===== src/rtl/excPkg.sv =====
package excPkg;

    typedef enum logic [4:0] {
        noEx      = 5'd0,
        modified  = 5'd1,
        rdRefill  = 5'd2,
        wrRefill  = 5'd3,
        rdInvalid = 5'd4,
        wrInvalid = 5'd5
    } excCodeT;

    // APB byte offsets of the CP0 stand-in registers
    localparam logic [31:0] regEntryHi  = 32'h00;
    localparam logic [31:0] regEntryLo0 = 32'h04;
    localparam logic [31:0] regEntryLo1 = 32'h08;
    localparam logic [31:0] regIndex    = 32'h0C;
    localparam logic [31:0] regCommand  = 32'h10;   // write performs tlbwi

endpackage


===== src/rtl/mmuPkg.sv =====
package mmuPkg;

    // attributes of one 4 KB page as held in EntryLo
    typedef struct packed {
        logic [19:0] pfn;
        logic [2:0]  c;         // cache attribute
        logic        d;         // dirty bit allows stores
        logic        v;
    } pageInfoT;

    // one joint TLB entry maps an even/odd page pair
    typedef struct packed {
        logic [18:0] vpn2;
        logic        entryValid;
        pageInfoT    page0;     // even page
        pageInfoT    page1;     // odd page
    } tlbEntryT;

    typedef struct packed {
        logic     found;
        pageInfoT page0;
        pageInfoT page1;
    } lookupT;

    typedef enum logic [1:0] {
        mapped = 2'd0,
        kseg0  = 2'd1,
        kseg1  = 2'd2
    } segKindT;

    typedef struct packed {
        logic [31:0] vaddr;
        logic        read;
        logic        store;
    } memReqT;

    typedef struct packed {
        logic [31:0] paddr;
        logic        uncache;
        logic        exc;
        logic [4:0]  excCode;
    } memRespT;

    localparam logic [2:0] cacheableAttr = 3'd3;   // cacheable noncoherent

endpackage


===== src/rtl/dmmuTop.sv =====
module dmmuTop #(
    parameter int tlbEntries = 16
) (
    input  logic            clk,
    input  logic            reset,
    input  logic            reqValid,
    input  mmuPkg::memReqT  req,
    output logic            reqReady,
    output logic            respValid,
    output mmuPkg::memRespT resp,
    input  logic            psel,
    input  logic            penable,
    input  logic            pwrite,
    input  logic [31:0]     paddr,
    input  logic [31:0]     pwdata,
    output logic [31:0]     prdata,
    output logic            pready,
    output logic            pslverr
);

    localparam int indexWidth = $clog2(tlbEntries);

    logic                   tlbWrite;
    logic [indexWidth-1:0]  tlbWriteIndex;
    mmuPkg::tlbEntryT       tlbWriteEntry;
    logic [18:0]            searchVpn2;
    mmuPkg::lookupT         lookup;
    logic [31:0]            vaddr;
    mmuPkg::segKindT        segKind;
    logic [19:0]            unmappedPfn;

    tlbRegs #(
        .tlbEntries(tlbEntries)
    ) i_tlbRegs (
        .clk, .reset,
        .psel, .penable, .pwrite, .paddr, .pwdata, .prdata, .pready, .pslverr,
        .tlbWrite, .tlbWriteIndex, .tlbWriteEntry
    );

    tlbArray #(
        .tlbEntries(tlbEntries)
    ) i_tlbArray (
        .clk, .reset,
        .tlbWrite, .tlbWriteIndex, .tlbWriteEntry,
        .searchVpn2, .lookup
    );

    segmentMapper i_segmentMapper (
        .vaddr, .segKind, .unmappedPfn
    );

    // every tlbwi also flushes the translation buffer
    dtlbStage i_dtlbStage (
        .clk, .reset,
        .reqValid, .req, .reqReady,
        .flush(tlbWrite),
        .searchVpn2, .lookup,
        .vaddr, .segKind, .unmappedPfn,
        .respValid, .resp
    );

endmodule


===== src/rtl/dtlbStage.sv =====
module dtlbStage (
    input  logic            clk,
    input  logic            reset,
    input  logic            reqValid,
    input  mmuPkg::memReqT  req,
    output logic            reqReady,
    input  logic            flush,
    output logic [18:0]     searchVpn2,
    input  mmuPkg::lookupT  lookup,
    output logic [31:0]     vaddr,
    input  mmuPkg::segKindT segKind,
    input  logic [19:0]     unmappedPfn,
    output logic            respValid,
    output mmuPkg::memRespT resp
);

    typedef enum logic {
        idle,
        search
    } stateT;

    stateT            state;
    stateT            nextState;
    logic             holdValid;
    mmuPkg::memReqT   holdReq;
    logic             bufValid;
    logic [18:0]      bufVpn2;
    mmuPkg::lookupT   bufLookup;
    logic             isMapped;
    logic             isAccess;
    logic             bufHit;
    logic             miss;
    mmuPkg::pageInfoT page;
    excPkg::excCodeT  code;
    mmuPkg::memRespT  respNext;

    assign vaddr      = holdReq.vaddr;
    assign searchVpn2 = holdReq.vaddr[31:13];

    assign isMapped = segKind == mmuPkg::mapped;
    assign isAccess = holdReq.read || holdReq.store;
    assign bufHit   = bufValid && bufVpn2 == holdReq.vaddr[31:13];
    assign miss     = holdValid && isMapped && isAccess && !bufHit;
    assign reqReady = !miss;                // stall only on buffer miss

    always_ff @(posedge clk) begin
        if (reset) begin
            holdValid <= 1'b0;
        end else if (reqReady) begin
            holdValid <= reqValid;
        end
    end

    always_ff @(posedge clk) begin
        if (reqReady && reqValid) begin
            holdReq <= req;
        end
    end

    always_ff @(posedge clk) begin
        if (reset) begin
            state <= idle;
        end else begin
            state <= nextState;
        end
    end

    always_comb begin
        case (state)
            idle:    nextState = miss ? search : idle;
            search:  nextState = idle;      // buffer refilled this cycle
            default: nextState = idle;
        endcase
    end

    // flush wins over a refill in the same cycle
    always_ff @(posedge clk) begin
        if (reset || flush) begin
            bufValid <= 1'b0;
        end else if (state == search) begin
            bufValid <= 1'b1;
        end
    end

    always_ff @(posedge clk) begin
        if (state == search) begin
            bufVpn2   <= searchVpn2;
            bufLookup <= lookup;
        end
    end

    assign page = holdReq.vaddr[12] ? bufLookup.page1 : bufLookup.page0;   // odd/even

    always_comb begin
        if (!isMapped || !isAccess) begin
            code = excPkg::noEx;
        end else if (!bufLookup.found) begin
            code = holdReq.read ? excPkg::rdRefill : excPkg::wrRefill;
        end else if (!page.v) begin
            code = holdReq.read ? excPkg::rdInvalid : excPkg::wrInvalid;
        end else if (holdReq.store && !page.d) begin
            code = excPkg::modified;
        end else begin
            code = excPkg::noEx;
        end
    end

    always_comb begin
        respNext.paddr = {isMapped ? page.pfn : unmappedPfn, holdReq.vaddr[11:0]};
        case (segKind)
            mmuPkg::kseg1: respNext.uncache = 1'b1;
            mmuPkg::kseg0: respNext.uncache = 1'b0;
            default:       respNext.uncache = page.c != mmuPkg::cacheableAttr;
        endcase
        respNext.exc     = code != excPkg::noEx;
        respNext.excCode = code;
    end

    always_ff @(posedge clk) begin
        if (reset) begin
            respValid <= 1'b0;
        end else begin
            respValid <= holdValid && !miss;
        end
    end

    always_ff @(posedge clk) begin
        if (holdValid && !miss) begin
            resp <= respNext;
        end
    end

endmodule


===== src/rtl/segmentMapper.sv =====
module segmentMapper (
    input  logic [31:0]     vaddr,
    output mmuPkg::segKindT segKind,
    output logic [19:0]     unmappedPfn
);

    logic [3:0] topNibble;

    assign topNibble = vaddr[31:28];

    always_comb begin
        case (topNibble)
            4'h8,
            4'h9: begin
                segKind = mmuPkg::kseg0;    // cached
            end
            4'hA,
            4'hB: begin
                segKind = mmuPkg::kseg1;    // uncached
            end
            default: begin
                segKind = mmuPkg::mapped;
            end
        endcase
    end

    // both unmapped segments alias the low 512 MB
    assign unmappedPfn = {3'b000, vaddr[28:12]};

endmodule


===== src/rtl/tlbArray.sv =====
module tlbArray #(
    parameter int tlbEntries = 16,
    localparam int indexWidth = $clog2(tlbEntries)
) (
    input  logic                   clk,
    input  logic                   reset,
    input  logic                   tlbWrite,
    input  logic [indexWidth-1:0]  tlbWriteIndex,
    input  mmuPkg::tlbEntryT       tlbWriteEntry,
    input  logic [18:0]            searchVpn2,
    output mmuPkg::lookupT         lookup
);

    mmuPkg::tlbEntryT        entries [tlbEntries];
    logic [tlbEntries-1:0]   entryValid;

    always_ff @(posedge clk) begin
        if (reset) begin
            entryValid <= '0;       // empty TLB
        end else if (tlbWrite) begin
            entryValid[tlbWriteIndex] <= tlbWriteEntry.entryValid;
        end
    end

    always_ff @(posedge clk) begin
        if (tlbWrite) begin
            entries[tlbWriteIndex] <= tlbWriteEntry;
        end
    end

    // fully associative match over all entries in parallel
    always_comb begin
        lookup = '0;
        for (int i = tlbEntries - 1; i >= 0; i--) begin
            if (entryValid[i] && entries[i].vpn2 == searchVpn2) begin
                lookup.found = 1'b1;
                lookup.page0 = entries[i].page0;    // lowest index wins
                lookup.page1 = entries[i].page1;
            end
        end
    end

endmodule


===== src/rtl/tlbRegs.sv =====
module tlbRegs #(
    parameter int tlbEntries = 16,
    localparam int indexWidth = $clog2(tlbEntries)
) (
    input  logic                   clk,
    input  logic                   reset,
    input  logic                   psel,
    input  logic                   penable,
    input  logic                   pwrite,
    input  logic [31:0]            paddr,
    input  logic [31:0]            pwdata,
    output logic [31:0]            prdata,
    output logic                   pready,
    output logic                   pslverr,
    output logic                   tlbWrite,
    output logic [indexWidth-1:0]  tlbWriteIndex,
    output mmuPkg::tlbEntryT       tlbWriteEntry
);

    logic [18:0]      hiVpn2;
    mmuPkg::pageInfoT lo0;
    mmuPkg::pageInfoT lo1;
    logic [indexWidth-1:0] index;
    logic             addrHit;
    logic             accessPhase;
    logic             wrEn;

    // MIPS EntryLo layout without the global bit
    function automatic mmuPkg::pageInfoT wordToPage(input logic [31:0] w);
        mmuPkg::pageInfoT p;
        p.pfn = w[25:6];
        p.c   = w[5:3];
        p.d   = w[2];
        p.v   = w[1];
        return p;
    endfunction

    function automatic logic [31:0] pageToWord(input mmuPkg::pageInfoT p);
        return {6'b0, p.pfn, p.c, p.d, p.v, 1'b0};
    endfunction

    always_comb begin
        case (paddr)
            excPkg::regEntryHi,
            excPkg::regEntryLo0,
            excPkg::regEntryLo1,
            excPkg::regIndex,
            excPkg::regCommand: addrHit = 1'b1;
            default:            addrHit = 1'b0;
        endcase
    end

    assign accessPhase = psel && penable;
    assign wrEn        = accessPhase && pwrite && addrHit;
    assign pready      = 1'b1;              // no wait states
    assign pslverr     = accessPhase && !addrHit;

    always_ff @(posedge clk) begin
        if (reset) begin
            hiVpn2 <= '0;
            lo0    <= '0;
            lo1    <= '0;
            index  <= '0;
        end else if (wrEn) begin
            case (paddr)
                excPkg::regEntryHi:  hiVpn2 <= pwdata[31:13];
                excPkg::regEntryLo0: lo0    <= wordToPage(pwdata);
                excPkg::regEntryLo1: lo1    <= wordToPage(pwdata);
                excPkg::regIndex:    index  <= pwdata[indexWidth-1:0];
                default: ;                  // command has no storage
            endcase
        end
    end

    always_comb begin
        case (paddr)
            excPkg::regEntryHi:  prdata = {hiVpn2, 13'b0};
            excPkg::regEntryLo0: prdata = pageToWord(lo0);
            excPkg::regEntryLo1: prdata = pageToWord(lo1);
            excPkg::regIndex:    prdata = {{(32 - indexWidth){1'b0}}, index};
            default:             prdata = '0;
        endcase
    end

    // tlbwi lands at the edge closing the access phase
    assign tlbWrite      = wrEn && paddr == excPkg::regCommand;
    assign tlbWriteIndex = index;
    assign tlbWriteEntry = '{vpn2: hiVpn2, entryValid: 1'b1, page0: lo0, page1: lo1};

endmodule


===== config.mk =====
export PLATFORM = sky130hd
export DESIGN_NAME = dmmuTop
export DESIGN_NICKNAME = d
export VERILOG_FILES = /design/src/rtl/excPkg.sv /design/src/rtl/mmuPkg.sv /design/src/rtl/dmmuTop.sv /design/src/rtl/dtlbStage.sv /design/src/rtl/segmentMapper.sv /design/src/rtl/tlbArray.sv /design/src/rtl/tlbRegs.sv
export SDC_FILE = /design/constraint.sdc
export NUM_CORES = 2
export LEC_CHECK = 0
export BUFFER_PORTS_ARGS = -buffer_cell sky130_fd_sc_hd__buf_2
export CAP_MARGIN = 5
export CORE_UTILIZATION = 25
export CTS_BUF_LIST = sky130_fd_sc_hd__clkbuf_2
export DETAILED_ROUTE_END_ITERATION = 12
export RECOVER_POWER = 100
export SETUP_SLACK_MARGIN = 0.5
export SYNTH_ARGS = -nofsm -noshare
export SYNTH_HDL_FRONTEND = slang
export SYNTH_SLANG_ARGS = --single-unit

===== constraint.sdc =====
create_clock -name clk -period 14.28 [get_ports clk]
set_clock_uncertainty 0.05 [all_clocks]
set_input_delay 0.714 -clock clk [delete_from_list [all_inputs] [get_ports clk]]
set_output_delay 0.714 -clock clk [all_outputs]
set_load 0.01 [all_outputs]

# ---- After elaboration in Yosys (flattened, before gate mapping)
# Memory sizes are Yosys's and may differ from the RTL's.
# Cells that the tools add are included.
# Widths: inputs -> output; s select.
dict set report classes {
  eq_ne 28
  n_lt_le_gt_ge 2
  n_mux 34
  bitwise_logic 2
  reduce_logical 49
}
# op n
set op_table {}
lappend op_table {{$mux 50} 15}
lappend op_table {{$eq 19x19->1} 17}
lappend op_table {{$pmux 32 s4} 1}
lappend op_table {{$eq 32x4->1 const B} 2}
lappend op_table {{$mux 51} 1}
lappend op_table {{$eq 32x3->1 const B} 1}
lappend op_table {{$eq 32x5->1 const B} 1}
lappend op_table {{$logic_not 32->1} 1}
lappend op_table {{$logic_and 1x1->1} 29}
lappend op_table {{$mux 25} 1}
lappend op_table {{$mux 17} 1}
lappend op_table {{$eq 4x4->1 const B} 4}
lappend op_table {{$or 16x16->16} 1}
lappend op_table {{$mux 5} 3}
lappend op_table {{$reduce_or 15->1} 1}
lappend op_table {{$mux 1} 8}
lappend op_table {{$reduce_and 2->1} 4}
lappend op_table {{$logic_not 1->1} 6}
lappend op_table {{$lt 4x5->1 const B} 1}
lappend op_table {{$reduce_bool 5->1} 1}
lappend op_table {{$reduce_or 5->1} 1}
lappend op_table {{$demux 1 s4} 1}
lappend op_table {{$ge 4x1->1 const B} 1}
lappend op_table {{$pmux 1 s2} 2}
lappend op_table {{8 further kinds} 11}
dict set report word_totals {
  wordCells 149
  out_inout_bits 75
  input_bits 104
  ram_bits 1104
  reg_bits 236
  mem_count 1
}
# name depth width read_ports rd_ports_with_merged_regs write_ports line
set mem_list {}
lappend mem_list {i_tlbArray.entries 16 69 16 0 1 tlbArray.sv:14} ;# mmuPkg::tlbEntryT entries [tlbEntries];

# ---- Longest topological paths before layout
# An unclocked memory read counts as a cell.
dict set report logic_depth {
  word_depth 19
  depth_mapped 13
  ltp_nobuf 8
}

# ---- Hierarchy
# From an unflattened synthesis, not the netlist that was laid out.
dict set report unflattened {
  cells_unflattened 3464
  area_unflattened_um2 53378.7
}
# module seq_area_each_um2 cells_each area_each_um2 instances
set by_module_without_submodules {}
lappend by_module_without_submodules {tlbArray 33472.1 2726 43837.0 1}
lappend by_module_without_submodules {dtlbStage 4314.1 330 5610.4 1}
lappend by_module_without_submodules {tlbRegs 1461.4 385 3756.1 1}
lappend by_module_without_submodules {segmentMapper 0.0 23 175.2 1}

# ---- Worst setup path before layout
# Ideal clock, no wire load.
dict set report synth_path {
  kind {input to register}
  start {input paddr[1]}
  end {memory i_tlbArray.entries[0][0] (netlist bit) (enable)}
  cell_stages 6
  setup_slack_ps 6933
  path_buffers 0
  setup_time_ps 583
  arrival_ps 6714
  cell_sequence {nor4_1 nand4_1 nor2_1 and4_1 or3b_2 nor3_1}
}
dict set report synth_between {
  elab_chain_len 7
  elab_cells_between_ends 11
  cone_classes {eq/ne (4); mux (3); reduce/logical (4)}
}
# item line
set synth_rtl {}
lappend synth_rtl {{start, declared} dmmuTop.sv:14} ;# input logic [31:0] paddr,
lappend synth_rtl {{$eq 32x3->1 (tied with other cells)} tlbRegs.sv:43} ;# case (paddr)
lappend synth_rtl {{$reduce_or 5->1} tlbRegs.sv:43}
lappend synth_rtl {{$mux 1} tlbRegs.sv:43}
lappend synth_rtl {{$logic_and 1x1->1} tlbRegs.sv:54} ;# assign wrEn = accessPhase && pwrite && addrHit;
lappend synth_rtl {{$logic_and 1x1->1 (*)} tlbRegs.sv:86} ;# assign tlbWrite = wrEn && paddr == excPkg::regCommand;
lappend synth_rtl {{$mux 1 (*)} tlbArray.sv:26} ;# if (tlbWrite) begin
lappend synth_rtl {{$mux 1 (not written as such) (*)} tlbArray.sv:27} ;# entries[tlbWriteIndex] <= tlbWriteEntry;
lappend synth_rtl {{end, declared} tlbArray.sv:14}
# Every way passes the cells marked *; elsewhere a longest branch is shown, timed or not.

==> reports/metrics.cfg <==
[status]
status=finished, violations left
violations=max-capacitance violations, max-slew violations

[timing]
finalHoldViolations=0
worstMarginPinSlew_ns=5.008
setup_tns_ns=0
maxSlewViolCount=2095
fmax_mhz=120.7
min_period_ns=8.284
rsz0062_at_grt=false
slew_headroom=-2.339
setup_viol=0
holdWs_ns=0.2094
period_share=0.5801

[synthesis]
ys_warn_count=0
synth_flop_cell=edfxtp_1
yosysSeqAreaShare=0.7227
synthArstFlopShare=0
syn-cell-area_um2=54300
syn_avg_cell_area_um2=14.22
ys_ff_latch=1338
synth-edff-count=1245
synth_cells=3820
synthDistinctLibCells=66

[layout]
final_cell_mix=edfxtp_1, clkbuf_2, nor2_1, nand2_1, o21ai_0
syn_to_final_growth_pct=15.01
fillers=21960
nNetsFinal=4443
multi_input_area_um2=13600
seqCellArea_um2=39250
final_common_cell=edfxtp_1
layout-drive-gt1-share=0.1524

[clock_tree]
cts_sinks=1338
htreeDepth=5
clock_path_buffers=4
cts_tree=yes
insertion_delay_ns=1.67
numCtsBuffers=349
clk_pin_slew_ns=0.11
cts-root-buf=clkbuf_2

[floorplan]
die_h_um=468.1
start_util=0.2523
die_x_um=468.1
die_area_um2=219100
coreArea_um2=215300
rows=170
ios=179

[power_and_ir_drop]
seqPwrFrac=0.607
p_leak_nw=18.67
powerDensity_nw_per_um2=112.0
power_w=0.006995
pwr-share-clk=0.362
pwr-share-comb=0.030
switchingPower_w=0.001692
internal_power_w=0.005303
netSwitchingFraction=0.2419
ir_drop_uv=77.80

[route]
drt-total-wl_um=175100
drc=0
ant_nets=0
num_vias=36240
wl_per_cell_um=23.58
drt_iter0_markers=3670
first_pass_iters=5
viasPerCell=4.880

[setup_path]
endpoint_kind=register
critPathRequiredTime_ns=15.62
critPathLaunchType=register
ff2ff_path_depth=10
path_class=reg2reg
crit_arrival_ns=9.63
worstPathMaxFanout=66

[grt]
grt_pass1_wl_um=249100
grt_pass1_vias=35680
gr-total-overflow=0
grt.total_usage=0.1565
grt_antenna_before_repair=14
grt_max_degree=148

[placement]
io_buffers=175
place.gp.congestion=0.8561
dp_hpwl_um=97150

[min_path]
min_path_cells=0
hold_path_class=reg2reg

[flow_run]
maxCapViolCount=71

-- through the flow --
stage	util	std cells	setup WS (ns)	cell area, um2
after CTS	0.2922	7419	9.257	62910
after detailed placement	0.2714	6670	9.416	58420
after global routing	0.2901	7421	5.710	62440
after floorplan	-	3821	6.933	54310
after global placement	0.2714	6670	9.482	58420
final	0.2901	7426	5.996	62450
-- flip-flops by register name, summed over array words and instances, names as in the netlist --
register and cells:
i_tlbArray.entries 1104, i_dtlbStage.bufLookup 51, i_tlbRegs.tlbWriteEntry 50, i_dtlbStage.resp 37, i_dtlbStage.vaddr 32, i_dtlbStage.bufVpn2 19
i_tlbRegs.hiVpn2 19, i_tlbArray.entryValid 16, i_tlbRegs.tlbWriteIndex 4, i_dtlbStage.holdReq 2, i_dtlbStage.bufValid 1, i_dtlbStage.holdValid 1
i_dtlbStage.respValid 1, i_dtlbStage.state 1
-- repair_timing --
action	4_1_cts	5_1_grt
endpoints found under the setup margin	0	0
endpoints found under the hold margin	176	0
hold buffers	156	0
buffers inserted	0	0
gates resized for setup	0	0
-- logic make-up (layout without fill, tap and decap cells) --
kind of cell / after synthesis / count (layout) / synth area share
compound gates: 856 / 856 / 0.1047
xor+xnor: 323 / 323 / 0.05209
buf+inv: 325 / 1085 / 0.02836
flops: 1338 / 1338 / 0.7227
mux: 111 / 111 / 0.02060
other cells: 2 / 10 / 0.0001383
simple gates: 865 / 865 / 0.07133
-- critical path: stages, from the launching register on --
cell	delay, ns
edfxtp_1	0.34
clkbuf_1	1.59
xnor2_1	0.21
nand4_1	0.18
nor2_1	0.05
nand4_1	0.09
buf_4	0.41
clkbuf_1	2.94
o21ai_0	1.12
a211oi_1	0.77
o21ai_0	0.21
-- layer usage --
metal  wire, um  up-vias  track usage
li1           -    15660            -
met2      85290     1951       0.2650
met4       7184        4      0.06850
met5         27        -            0
met3      14960      356      0.03163
met1      67620    18270       0.1921
-- final cells by class --
class                           instances  share of cell area
Antenna cell                            7           0.0002805
Clock buffer                          512             0.04103
Clock inverter                         81            0.005770
Inverter                               62            0.003726
Multi-Input combinational cell       2158              0.2177
Sequential cell                      1338              0.6284
Tap cell                             2838             0.05686
Timing Repair Buffer                  430             0.04618
-- power by group through the flow --
stage / registers (W) / clock network, W / logic [W]
2_1_floorplan: 0.00434 / 0 / 0.0000990
3_3_place_gp: 0.00434 / 0 / 0.000181
3_5_place_dp: 0.00434 / 0 / 0.000182
4_1_cts: 0.00425 / 0.00259 / 0.000216
5_1_grt: 0.00425 / 0.00280 / 0.000223
6_report: 0.00425 / 0.00253 / 0.000212
-- synthesized netlist by cell type (10+ instances only) --
cell	count	area share
and3_1	49	0.0056
buf_2	31	0.0029
buf_1	17	0.0012
o21a_1	48	0.0066
o21ai_1	45	0.0041
buf_6	22	0.0046
nor4_1	44	0.0051
inv_1	62	0.0043
nor2_1	322	0.022
a22oi_1	12	0.0017
xor2_1	162	0.026
o211ai_2	10	0.0023
edfxtp_1	1245	0.69
o211ai_1	41	0.0057
o221ai_1	49	0.0079
xnor2_1	161	0.026
nand2_1	278	0.019
nand3_1	10	0.00092
o21ai_0	219	0.020
a211oi_1	49	0.0068
nor3_1	63	0.0058
clkbuf_1	162	0.011
a2111oi_0	48	0.0077
dfxtp_1	93	0.034
mux2i_1	105	0.019
nand4_1	56	0.0065
buf_4	31	0.0043
o22ai_1	47	0.0054
o311ai_1	40	0.0065
a21boi_0	96	0.013
a21oi_1	117	0.011
-- path summary, 6_finish.rpt --
| kind | from | end | slack (ns) |
|---|---|---|---|
| setup reg to reg | i_dtlbStage.vaddr[25] | i_dtlbStage.bufLookup[25] | 6.00 |
| setup / recovery | i_dtlbStage.vaddr[25] | i_dtlbStage.bufLookup[25] | 6.00 |
| hold / removal | i_dtlbStage.vaddr[2] | i_dtlbStage.resp[9] | 0.21 |
| hold reg to reg | i_dtlbStage.vaddr[2] | i_dtlbStage.resp[9] | 0.21 |
Note: power is estimated with default switching activity, not from simulation.
